$ cat config.mk
export PLATFORM = sky130hd
export DESIGN_NAME = ntm_matrix_adder
export DESIGN_NICKNAME = d
export VERILOG_FILES = /design/src/logic/ntm_pkg.sv /design/src/logic/ntm_scalar_adder.sv /design/src/logic/ntm_vector_adder.sv /design/src/logic/ntm_matrix_adder.sv
export VERILOG_INCLUDE_DIRS = /design/src /design/src/logic
export SDC_FILE = /design/constraint.sdc
export NUM_CORES = 1
export LEC_CHECK = 0
export BUFFER_PORTS_ARGS = -buffer_cell sky130_fd_sc_hd__clkbuf_2
export CORE_MARGIN = 2
export CORE_UTILIZATION = 60
export DETAILED_ROUTE_END_ITERATION = 12
export GPL_ROUTABILITY_DRIVEN = 0
export GPL_TIMING_DRIVEN = 1
export PLACE_DENSITY = 0.8
export SETUP_SLACK_MARGIN = 0.4
export SLEW_MARGIN = 0
export SYNTH_ARGS = -nofsm -noshare
export SYNTH_HDL_FRONTEND = slang
export SYNTH_SLANG_ARGS = --single-unit
$ cat constraint.sdc
create_clock -name CLK -period 4.4 [get_ports CLK]
set_input_delay 0.22 -clock CLK [delete_from_list [all_inputs] [get_ports CLK]]
set_output_delay 0.22 -clock CLK [all_outputs]
set_load 0.005 [all_outputs]
$ cat src/logic/ntm_defines.svh
`ifndef NTM_DEFINES_SVH
`define NTM_DEFINES_SVH

//////////////////////////////////////////////////
// Datapath widths
//////////////////////////////////////////////////

// Element and modulus width
`define NTM_DATA_W 16

// Row and column sizes, row and column counters
`define NTM_IDX_W 8

//////////////////////////////////////////////////
// Stream credits
//////////////////////////////////////////////////

// Input buffer entries, also the source's starting credits
`define NTM_IN_DEPTH 4

// Result slots held by the sink
`define NTM_OUT_CREDITS 4

`endif

$ cat src/logic/ntm_pkg.sv
`include "ntm_defines.svh"

package ntm_pkg;

  //////////////////////////////////////////////////
  // Encodings
  //////////////////////////////////////////////////

  // Operation selected by the command
  typedef enum logic {
    NTM_OP_ADD = 1'b0,
    NTM_OP_SUB = 1'b1
  } ntm_op_e;

  // Row walk of the matrix controller
  typedef enum logic [1:0] {
    MAT_IDLE     = 2'd0,
    MAT_ROW      = 2'd1,
    MAT_WAIT_ROW = 2'd2
  } ntm_mat_state_e;

  //////////////////////////////////////////////////
  // Stream payloads
  //////////////////////////////////////////////////

  // One command, 33 bits
  typedef struct packed {
    ntm_op_e                 op;
    logic [`NTM_DATA_W-1:0] modulus;
    logic [`NTM_IDX_W-1:0]  size_i;
    logic [`NTM_IDX_W-1:0]  size_j;
  } ntm_cmd_t;

  // Operand pair, A in the upper half
  typedef struct packed {
    logic [`NTM_DATA_W-1:0] a;
    logic [`NTM_DATA_W-1:0] b;
  } ntm_pair_t;

  // Result with end-of-row and end-of-matrix tags
  typedef struct packed {
    logic [`NTM_DATA_W-1:0] data;
    logic                   last_j;
    logic                   last_i;
  } ntm_result_t;

endpackage

$ cat src/logic/ntm_scalar_adder.sv
`include "ntm_defines.svh"

module ntm_scalar_adder (
  input  logic                   CLK,
  input  logic                   RST,
  input  logic                   s_valid,
  input  ntm_pkg::ntm_pair_t     s_pair,
  input  ntm_pkg::ntm_op_e       op,
  input  logic [`NTM_DATA_W-1:0] modulus,
  input  logic                   s_last_j,
  input  logic                   s_last_i,
  output logic                   r_valid,
  output ntm_pkg::ntm_result_t   r_result
);

  //////////////////////////////////////////////////
  // Stage one, raw sum or difference
  //////////////////////////////////////////////////

  // Top bit is carry for add, borrow for subtract
  logic [`NTM_DATA_W:0] raw;

  logic                 st1_valid;
  logic [`NTM_DATA_W:0] st1_raw;
  logic                 st1_sub;
  logic [`NTM_DATA_W:0] st1_mod;
  logic                 st1_last_j;
  logic                 st1_last_i;

  always_comb begin
    if (op == ntm_pkg::NTM_OP_SUB) begin
      raw = {1'b0, s_pair.a} - {1'b0, s_pair.b};
    end else begin
      raw = {1'b0, s_pair.a} + {1'b0, s_pair.b};
    end
  end

  // Valid bit only is cleared on reset
  always_ff @(posedge CLK or posedge RST) begin
    if (RST) begin
      st1_valid <= 1'b0;
    end else begin
      st1_valid <= s_valid;
    end
  end

  // Modulus rides along with the raw value
  always_ff @(posedge CLK) begin
    st1_raw    <= raw;
    st1_sub    <= (op == ntm_pkg::NTM_OP_SUB);
    st1_mod    <= {1'b0, modulus};
    st1_last_j <= s_last_j;
    st1_last_i <= s_last_i;
  end

  //////////////////////////////////////////////////
  // Stage two, fold back into [0, M)
  //////////////////////////////////////////////////

  logic [`NTM_DATA_W:0] fixed;

  always_comb begin
    if (st1_sub) begin
      // Borrow set means difference went negative
      fixed = st1_raw[`NTM_DATA_W] ? st1_raw + st1_mod : st1_raw;
    end else begin
      fixed = (st1_raw >= st1_mod) ? st1_raw - st1_mod : st1_raw;
    end
  end

  always_ff @(posedge CLK or posedge RST) begin
    if (RST) begin
      r_valid <= 1'b0;
    end else begin
      r_valid <= st1_valid;
    end
  end

  always_ff @(posedge CLK) begin
    r_result.data   <= fixed[`NTM_DATA_W-1:0];
    r_result.last_j <= st1_last_j;
    r_result.last_i <= st1_last_i;
  end

  // Operands must arrive already reduced
  a_operands_reduced : assert property (@(posedge CLK) disable iff (RST)
    s_valid |-> (s_pair.a < modulus) && (s_pair.b < modulus));

endmodule

$ cat src/logic/ntm_vector_adder.sv
`include "ntm_defines.svh"

module ntm_vector_adder (
  input  logic                   CLK,
  input  logic                   RST,
  input  logic                   in_valid,
  input  ntm_pkg::ntm_pair_t     in_pair,
  output logic                   in_credit,
  input  logic                   out_credit,
  output logic                   out_valid,
  output ntm_pkg::ntm_result_t   out_result,
  input  logic                   row_start,
  input  logic [`NTM_IDX_W-1:0]  row_len,
  input  logic                   row_last,
  input  ntm_pkg::ntm_op_e       op,
  input  logic [`NTM_DATA_W-1:0] modulus,
  output logic                   row_done
);

  localparam int PTR_W  = (`NTM_IN_DEPTH > 1) ? $clog2(`NTM_IN_DEPTH) : 1;
  localparam int CNT_W  = $clog2(`NTM_IN_DEPTH + 1);
  localparam int CRED_W = $clog2(`NTM_OUT_CREDITS + 1);

  //////////////////////////////////////////////////
  // Input pair buffer
  //////////////////////////////////////////////////

  ntm_pkg::ntm_pair_t fifo_mem [`NTM_IN_DEPTH];
  logic [PTR_W-1:0]   wr_ptr;
  logic [PTR_W-1:0]   rd_ptr;
  logic [CNT_W-1:0]   fifo_cnt;

  logic [CRED_W-1:0]  out_cred;
  logic               row_active;
  logic [`NTM_IDX_W-1:0] col_idx;

  logic pop;
  logic last_j;

  // Pop needs an active row, a stored pair and a free result slot
  assign pop    = row_active && (fifo_cnt != '0) && (out_cred != '0);
  assign last_j = (col_idx == row_len - 1'b1);

  // Credit goes back as the pair leaves the buffer
  assign in_credit = pop;

  // Storage has no reset
  always_ff @(posedge CLK) begin
    if (in_valid) begin
      fifo_mem[wr_ptr] <= in_pair;
    end
  end

  always_ff @(posedge CLK or posedge RST) begin
    if (RST) begin
      wr_ptr   <= '0;
      rd_ptr   <= '0;
      fifo_cnt <= '0;
    end else begin
      if (in_valid) begin
        wr_ptr <= (wr_ptr == PTR_W'(`NTM_IN_DEPTH - 1)) ? '0 : wr_ptr + 1'b1;
      end
      if (pop) begin
        rd_ptr <= (rd_ptr == PTR_W'(`NTM_IN_DEPTH - 1)) ? '0 : rd_ptr + 1'b1;
      end
      fifo_cnt <= fifo_cnt + CNT_W'(in_valid) - CNT_W'(pop);
    end
  end

  //////////////////////////////////////////////////
  // Output credits and column walk
  //////////////////////////////////////////////////

  // Slot reserved at issue, freed by the sink
  always_ff @(posedge CLK or posedge RST) begin
    if (RST) begin
      out_cred <= CRED_W'(`NTM_OUT_CREDITS);
    end else begin
      case ({pop, out_credit})
        2'b10:   out_cred <= out_cred - 1'b1;
        2'b01:   out_cred <= out_cred + 1'b1;
        default: out_cred <= out_cred;
      endcase
    end
  end

  // Row closes once its last column is issued
  always_ff @(posedge CLK or posedge RST) begin
    if (RST) begin
      row_active <= 1'b0;
      col_idx    <= '0;
    end else if (row_start) begin
      row_active <= 1'b1;
      col_idx    <= '0;
    end else if (pop) begin
      if (last_j) begin
        row_active <= 1'b0;
        col_idx    <= '0;
      end else begin
        col_idx <= col_idx + 1'b1;
      end
    end
  end

  //////////////////////////////////////////////////
  // Arithmetic
  //////////////////////////////////////////////////

  ntm_pkg::ntm_result_t r_result;
  logic                 r_valid;

  ntm_scalar_adder scalar_adder0 (
    .CLK      (CLK),
    .RST      (RST),
    .s_valid  (pop),
    .s_pair   (fifo_mem[rd_ptr]),
    .op       (op),
    .modulus  (modulus),
    .s_last_j (last_j),
    .s_last_i (last_j && row_last),
    .r_valid  (r_valid),
    .r_result (r_result)
  );

  assign out_valid  = r_valid;
  assign out_result = r_result;

  // End of row seen at the output side
  assign row_done = r_valid && r_result.last_j;

  // Source honours its credits
  a_no_push_full : assert property (@(posedge CLK) disable iff (RST)
    in_valid |-> (fifo_cnt < CNT_W'(`NTM_IN_DEPTH)));

  // Sink never returns more than it was given
  a_cred_bound : assert property (@(posedge CLK) disable iff (RST)
    out_cred <= CRED_W'(`NTM_OUT_CREDITS));

endmodule

$ cat src/logic/ntm_matrix_adder.sv
`include "ntm_defines.svh"

module ntm_matrix_adder (
  input  logic                 CLK,
  input  logic                 RST,

  // Command port
  input  logic                 cmd_valid,
  input  ntm_pkg::ntm_cmd_t    cmd,
  output logic                 busy,

  // Element pairs in
  input  logic                 in_valid,
  input  ntm_pkg::ntm_pair_t   in_pair,
  output logic                 in_credit,

  // Results out
  output logic                 out_valid,
  output ntm_pkg::ntm_result_t out_result,
  input  logic                 out_credit
);

  //////////////////////////////////////////////////
  // Command register and row state
  //////////////////////////////////////////////////

  ntm_pkg::ntm_mat_state_e state_q;
  ntm_pkg::ntm_cmd_t       cmd_q;
  logic [`NTM_IDX_W-1:0]   row_cnt;

  logic cmd_accept;
  logic row_start;
  logic row_last;
  logic row_done;

  // Busy whenever a command is in flight
  assign busy       = (state_q != ntm_pkg::MAT_IDLE);
  assign cmd_accept = cmd_valid && !busy;

  // Single-cycle row kick
  assign row_start = (state_q == ntm_pkg::MAT_ROW);

  // Final row of the matrix
  assign row_last = (row_cnt == cmd_q.size_i - 1'b1);

  // Held for the whole command
  always_ff @(posedge CLK) begin
    if (cmd_accept) begin
      cmd_q <= cmd;
    end
  end

  //////////////////////////////////////////////////
  // Row FSM
  //////////////////////////////////////////////////

  always_ff @(posedge CLK or posedge RST) begin
    if (RST) begin
      state_q <= ntm_pkg::MAT_IDLE;
      row_cnt <= '0;
    end else begin
      case (state_q)
        ntm_pkg::MAT_IDLE: begin
          // Wait for a command
          if (cmd_accept) begin
            row_cnt <= '0;
            state_q <= ntm_pkg::MAT_ROW;
          end
        end

        ntm_pkg::MAT_ROW: begin
          // Row started this cycle
          state_q <= ntm_pkg::MAT_WAIT_ROW;
        end

        ntm_pkg::MAT_WAIT_ROW: begin
          if (row_done) begin
            if (row_last) begin
              // Last result out, drop busy next cycle
              state_q <= ntm_pkg::MAT_IDLE;
            end else begin
              row_cnt <= row_cnt + 1'b1;
              state_q <= ntm_pkg::MAT_ROW;
            end
          end
        end

        default: begin
          state_q <= ntm_pkg::MAT_IDLE;
        end
      endcase
    end
  end

  //////////////////////////////////////////////////
  // Row engine
  //////////////////////////////////////////////////

  // Columns per row come from size_j
  ntm_vector_adder vector_adder0 (
    .CLK        (CLK),
    .RST        (RST),
    .in_valid   (in_valid),
    .in_pair    (in_pair),
    .in_credit  (in_credit),
    .out_credit (out_credit),
    .out_valid  (out_valid),
    .out_result (out_result),
    .row_start  (row_start),
    .row_len    (cmd_q.size_j),
    .row_last   (row_last),
    .op         (cmd_q.op),
    .modulus    (cmd_q.modulus),
    .row_done   (row_done)
  );

  // A row can only finish inside a command
  a_no_done_idle : assert property (@(posedge CLK) disable iff (RST)
    !(row_done && (state_q == ntm_pkg::MAT_IDLE)));

endmodule

==> impl_metrics.json, run 1 <==
{
  "endpoint_kind": "flip-flop",
  "yosysSeqAreaShare": 0.566,
  "core_sq_mm": 0.0194,
  "min_from": "out_credit",
  "dr.pass1.iters": 5,
  "critPathRequiredTime_ps": 4810,
  "wl_per_cell_microns": 17.7,
  "crit_path_max_fanout": 10,
  "hold_violations": 0,
  "rows": 51,
  "antenna-diode-count": 0,
  "instances_no_fill": 1381,
  "drv_cap": 0,
  "synth-edff-count": 161,
  "num_vias": 7895,
  "portBuffers": 90,
  "clkTransAtPathRegs_ps": 60,
  "die_h_microns": 144,
  "ff2ff_path_depth": 12,
  "worstPathArrival_ps": 4170,
  "dp_hpwl_microns": 15900,
  "fin_hold_ws_ps": 44.8,
  "ys_warn_count": 0,
  "ir_drop_v": 0.000458,
  "die_w_microns": 144,
  "synth_ff_type": "edfxtp_1",
  "setup_violations": 0,
  "ff2ff_setup_slack_ps": 640,
  "drc": 0,
  "insertion_delay_ps": 540,
  "rr_startpoint": "vector_adder0.rd_ptr[0]$_DFFE_PP0P_",
  "grt_max_degree": 34,
  "viasPerCell": 5.72,
  "start_util": 0.610,
  "grt_pass1_wl_microns": 39100,
  "slew_violations": 0,
  "power_leakage_uw": 0.00554,
  "wl_microns": 24400,
  "synth_cells": 925,
  "cts_max_path_buffers": 3,
  "synth_area_per_cell_sq_um": 12.8,
  "grtUsageTotal": 0.240,
  "grt_pass1_vias": 7834,
  "synth-async-reset-ratio": 0.126,
  "wl_met3_microns": 1320,
  "cts_tree": "yes",
  "wl_met2_microns": 12100,
  "drive_gt1_frac": 0.179,
  "synthToLayoutAreaGrowth_pct": 19.2,
  "max-slew-margin-rel": 0.410,
  "max_freq_mhz": 266,
  "htree_num_levels": 1,
  "synthTopCellsByCount": "edfxtp_1 (161), inv_1 (69), ha_1 (60)",
  "grt_setup_unrepaired": "false",
  "root_buffer": "clkbuf_16",
  "synth_cell_types": 78,
  "critPathLaunchType": "flip-flop",
  "timing.setup.tns_ps": 0,
  "antenna_found_initial": 0,
  "status": "finished, final reports clean",
  "critical_path_class": "reg2reg",
  "first_iter_violations": 464,
  "met1Wirelength_microns": 10200,
  "syn_nets": 1060,
  "boundaryPins": 91,
  "cts_made_buffers": 25,
  "cts_sinks": 246,
  "skew_ps": 18.8,
  "hold_class": "in2reg",
  "yosysMostFrequentCell": "edfxtp_1",
  "worst_pin_slew_ps": 879,
  "synth_top_area_cell": "edfxtp_1",
  "r2r-end": "vector_adder0.scalar_adder0.st1_raw[16]$_DFF_P_",
  "fin_crit_ps": 3760,
  "synth_top_area_share": 0.409,
  "synth_seq_cells": 246,
  "top_layer_used": "met4",
  "power.density_mw_per_mm2": 764,
  "yosys-top-cells-area": "edfxtp_1 (41%), dfxtp_1 (9.1%), dfrtp_1 (6.3%)",
  "dp_cells": 1264,
  "nets": 1232,
  "fin_crit_sh": 0.854,
  "worstHoldPathCells": 3,
  "die_area_sq_mm": 0.0208,
  "ant_nets": 0,
  "grt-ovfl-total": 0,
  "hold_end": "vector_adder0.out_cred[0]$_DFFE_PP0P_",
  "syn_area_sq_mm": 0.0118
}
==> how the worst max path moves through the flow <==
stage | cells past startpoint | end | start
CTS | 12 | vector_adder0.scalar_adder0.st1_raw[16]$_DFF_P_ | vector_adder0.rd_ptr[0]$_DFFE_PP0P_
finish | 12 | vector_adder0.scalar_adder0.st1_raw[16]$_DFF_P_ | vector_adder0.rd_ptr[0]$_DFFE_PP0P_
detailed placement | 12 | vector_adder0.scalar_adder0.st1_raw[16]$_DFF_P_ | vector_adder0.rd_ptr[0]$_DFFE_PP0P_
floorplan | 14 | vector_adder0.scalar_adder0.st1_raw[16]$_DFF_P_ | vector_adder0.rd_ptr[0]$_DFFE_PP0P_
global route | 12 | vector_adder0.scalar_adder0.st1_raw[16]$_DFF_P_ | vector_adder0.rd_ptr[0]$_DFFE_PP0P_
global placement | 12 | vector_adder0.scalar_adder0.st1_raw[16]$_DFF_P_ | vector_adder0.rd_ptr[0]$_DFFE_PP0P_
==> per-layer routing <==
layer	GRT usage	vias up
met5	0	-
met4	0.0833	0
met3	0.0371	63
met2	0.412	273
met1	0.314	3779
li1	-	3780
==> where the power goes <==
part / switching [uW] / leakage (uW) / internal, uW / total, uW
Sequential: 391 / 0.00232 / 3100 / 3490
Combinational: 2830 / 0.00281 / 2330 / 5160
Clock: 872 / 0.000401 / 1240 / 2110
==> sequential cells by signal (all words and copies together), names as in the netlist <==
name and count:
vector_adder0.scalar_adder0.st1_mod 16, cmd_q 33, vector_adder0.scalar_adder0.st1_raw 17, state_q 2
vector_adder0.scalar_adder0.st1_sub 1, vector_adder0.row_active 1, vector_adder0.scalar_adder0.r_valid 1, vector_adder0.scalar_adder0.r_result 18
vector_adder0.scalar_adder0.st1_last_j 1, vector_adder0.out_cred 3, vector_adder0.scalar_adder0.st1_last_i 1, vector_adder0.fifo_mem 128
vector_adder0.wr_ptr 2, vector_adder0.fifo_cnt 3, vector_adder0.scalar_adder0.st1_valid 1, row_cnt 8
vector_adder0.col_idx 8, vector_adder0.rd_ptr 2
==> repair_timing <==
item / CTS / global route
endpoints found under the setup margin: 0 / 2
resized for setup: 0 / 3
endpoints found under the hold margin: 192 / 0
buffers inserted: 0 / 4
hold buffers: 67 / 0
==> per-stage QoR <==
step / utilization / setup slack, ps / area (sq um) / power, uW
final: 0.727 / 641 / 14100 / 10800
after global routing: 0.727 / 402 / 14100 / 11500
after CTS: 0.725 / 423 / 14100 / 10700
after detailed placement: 0.647 / 468 / 12600 / 8490
after global placement: 0.647 / 591 / 12600 / 8340
after floorplan: - / 686 / 11800 / 7370
==> layout make-up <==
cell class,instances,area (sq um)
sequential,246,6700
timing repair buffer,174,1250
fill,1288,5300
tap,265,332
clock buffer,33,696
inverter,70,263
multi-input combinational,580,4720
clock inverter,13,138
==> cell families after synthesis <==
| logic type | count (synthesis) | synth area share |
|---|---|---|
| AO/OA/AOI/OAI | 181 | 0.102 |
| XOR/XNOR | 71 | 0.0538 |
| multiplexers | 51 | 0.0773 |
| buffers and inverters | 99 | 0.0351 |
| AND/OR/NAND/NOR | 212 | 0.0934 |
| flip-flops | 246 | 0.566 |
| adder cells (fa/ha/maj) | 65 | 0.0720 |
==> placed cells by master (no fill, tap or decap), drive strengths merged, types with 17 or more instances in the layout <==
cell	synthesis	layout
xnor2	54	54
mux4	32	32
a21oi	41	41
nand3	18	18
nor2	51	51
o21ai	42	42
nor3	25	25
nand2	40	40
dlygate4sd3	0	67
dfxtp	54	54
clkbuf	12	123
dfrtp	30	30
edfxtp	161	161
inv	70	71
buf	17	17
ha	60	60
==> worst max-delay path, stage by stage (launching register included) <==
cell and delay, ps:
dfrtp_4 520, mux4_2 590, nor3_2 280, a31o_2 230
o21a_1 210, xnor2_1 140, ha_1 320, a21o_1 190
a21oi_1 270, o21ai_1 170, o41ai_2 380, nor3b_1 240
o2bb2ai_1 100
(Power assumes the default switching activity.)
==> run 2, diff against run 1 <==
--- a/config.mk
+++ b/config.mk
@@ -7,7 +7,7 @@
 export NUM_CORES = 1
 export LEC_CHECK = 0
 export BUFFER_PORTS_ARGS = -buffer_cell sky130_fd_sc_hd__clkbuf_2
-export CORE_MARGIN = 2
+export CORE_MARGIN = 3
 export CORE_UTILIZATION = 60
 export DETAILED_ROUTE_END_ITERATION = 12
 export GPL_ROUTABILITY_DRIVEN = 0
==> run 2 against run 1 <==
Die area is 2.8% higher. Flip-flop and latch count stayed put. Clock power hardly changed. Sequential power hardly changed. Critical endpoint unchanged. Maximum frequency is 1.6% lower. Largest cell class unchanged. Critical path depth is 2 higher. Clock skew is 7.9 ps lower. Sequential share of layout area is 0.096 points lower. First-iteration DRC count is 6.9% higher. Wire length is 0.70% higher. Global-route usage is 0.87 points lower. Worst hold slack better by 0.76 ps.
==> impl_metrics.json, run 2 (same netlist as run 1, synthesis figures left out) <==
{
  "status": "finished, final reports clean",
  "dp_cells": 1260,
  "die_w_microns": 146,
  "worstHoldPathCells": 3,
  "top_layer_used": "met4",
  "worst_pin_slew_ps": 870,
  "min_from": "out_credit",
  "max_freq_mhz": 262,
  "grt-ovfl-total": 0,
  "portBuffers": 90,
  "met1Wirelength_microns": 10600,
  "skew_ps": 10.9,
  "timing.setup.tns_ps": 0,
  "grt_max_degree": 33,
  "power.total_uw": 10800,
  "worstPathArrival_ps": 4230,
  "power_leakage_uw": 0.00554,
  "insertion_delay_ps": 530,
  "ant_nets": 0,
  "fin_crit_ps": 3820,
  "viasPerCell": 5.68,
  "wl_met2_microns": 12200,
  "fin_crit_sh": 0.868,
  "wl_microns": 24600,
  "cts_max_path_buffers": 3,
  "htree_num_levels": 1,
  "nets": 1233,
  "cts_tree": "yes",
  "critical_path_class": "reg2reg",
  "grt_setup_unrepaired": "false",
  "instances_no_fill": 1377,
  "slew_violations": 0,
  "nFillCells": 1231,
  "hold_end": "vector_adder0.out_cred[0]$_DFFE_PP0P_",
  "reg_top3": "vector_adder0.fifo_mem (128), cmd_q (33), vector_adder0.scalar_adder0.r_result (18)",
  "largest_register_ffs": 128,
  "endpoint_kind": "flip-flop",
  "root_buffer": "clkbuf_16",
  "dr.pass1.iters": 6,
  "wl_met3_microns": 1220,
  "cts_made_buffers": 25,
  "core_sq_mm": 0.0190,
  "drv_cap": 0,
  "mostFrequentLayoutCell": "edfxtp_1",
  "final_cell_mix": "edfxtp_1 (161), clkbuf_2 (90), inv_1 (69)",
  "max-slew-margin-rel": 0.416,
  "first_iter_violations": 496,
  "die_area_sq_mm": 0.0214,
  "synthToLayoutAreaGrowth_pct": 19.5,
  "rr_startpoint": "vector_adder0.rd_ptr[0]$_DFFE_PP0P_",
  "wl_per_cell_microns": 17.9,
  "rows": 50,
  "regMostFlops": "vector_adder0.fifo_mem",
  "start_util": 0.622,
  "critPathLaunchType": "flip-flop",
  "setup_violations": 0,
  "grt_pass1_wl_microns": 40500,
  "r2r-end": "vector_adder0.scalar_adder0.st1_raw[16]$_DFF_P_",
  "fin_hold_ws_ps": 45.6,
  "cts_sinks": 246,
  "ff2ff_setup_slack_ps": 580,
  "fin_util": 0.743,
  "die_h_microns": 146,
  "boundaryPins": 91,
  "critPathRequiredTime_ps": 4810,
  "crit_path_start": "vector_adder0.rd_ptr[0]$_DFFE_PP0P_",
  "ir_drop_v": 0.000438,
  "grtUsageTotal": 0.232,
  "grt_pass1_vias": 7860,
  "drc": 0,
  "antenna_found_initial": 0,
  "dp_hpwl_microns": 16400,
  "hold_violations": 0,
  "crit_path_max_fanout": 9,
  "clkTransAtPathRegs_ps": 60,
  "ff2ff_path_depth": 14,
  "num_vias": 7826,
  "power.density_mw_per_mm2": 768,
  "antenna-diode-count": 0,
  "drive_gt1_frac": 0.184,
  "hold_class": "in2reg"
}
==> run 2: cell count changes in the layout (fill, tap and decap cells not counted), sizes merged <==
cell	previous run	this run
clkbuf	123	120
buf	17	18
clkinv	7	8
clkinvlp	3	5
==> run 2: worst max-delay path: stages, from the launching register on <==
cell and delay, ps:
dfrtp_4 520, buf_4 160, mux4_2 550, nor4_2 350, and3_2 280, a21oi_1 110
xnor2_1 180, ha_1 360, nand4_1 160, a2111oi_2 310, buf_4 180, o41ai_2 60
buf_4 140, a21bo_2 200, o2bb2ai_1 110
==> run 2: area by class of cell <==
cell class / count / area, sq um / area share
Timing Repair Buffer: 175 / 1270 / 0.0898
Clock buffer: 30 / 676 / 0.0478
Multi-Input combinational cell: 580 / 4740 / 0.336
Inverter: 70 / 263 / 0.0186
Clock inverter: 16 / 158 / 0.0112
Tap cell: 260 / 325 / 0.0230
Sequential cell: 246 / 6700 / 0.474
==> run 2: worst max path at each step <==
stage | endpoint | slack [ps] | cells after the start
final | vector_adder0.scalar_adder0.st1_raw[16]$_DFF_P_ | 580 | 14
after floorplan | vector_adder0.scalar_adder0.st1_raw[16]$_DFF_P_ | 690 | 14
after global routing | vector_adder0.scalar_adder0.st1_raw[16]$_DFF_P_ | 370 | 14
after detailed placement | vector_adder0.scalar_adder0.st1_raw[16]$_DFF_P_ | 410 | 13
after global placement | vector_adder0.scalar_adder0.st1_raw[16]$_DFF_P_ | 590 | 12
after CTS | vector_adder0.scalar_adder0.st1_raw[16]$_DFF_P_ | 440 | 13
==> run 2: where the power goes <==
| part | internal (uW) | total, uW | switching [uW] |
|---|---|---|---|
| registers | 3100 | 3490 | 392 |
| logic | 2370 | 5240 | 2880 |
| clock network | 1220 | 2110 | 885 |
| total | 6690 | 10800 | 4150 |
==> run 2: layer usage <==
layer  GRT usage  vias to the layer above
met3      0.0320                       41
met4      0.0602                        0
li1            -                     3791
met5           0                        -
met1       0.314                     3761
met2       0.398                      233
==> run 2: timing repair <==
action	in CTS	in global routing
setup endpoints to repair	1	2
pin swaps	0	1
gates resized for setup	1	6
setup buffers	0	4
hold buffers	67	0
hold endpoints to repair	193	0
==> run 2: metrics by stage <==
step                      instance area (sq um)  worst slack, ps
after CTS                                 14100              443
after global placement                    12600              595
final                                     14100              579
after floorplan                           11800              686
after detailed placement                  12600              411
after global routing                      14100              373
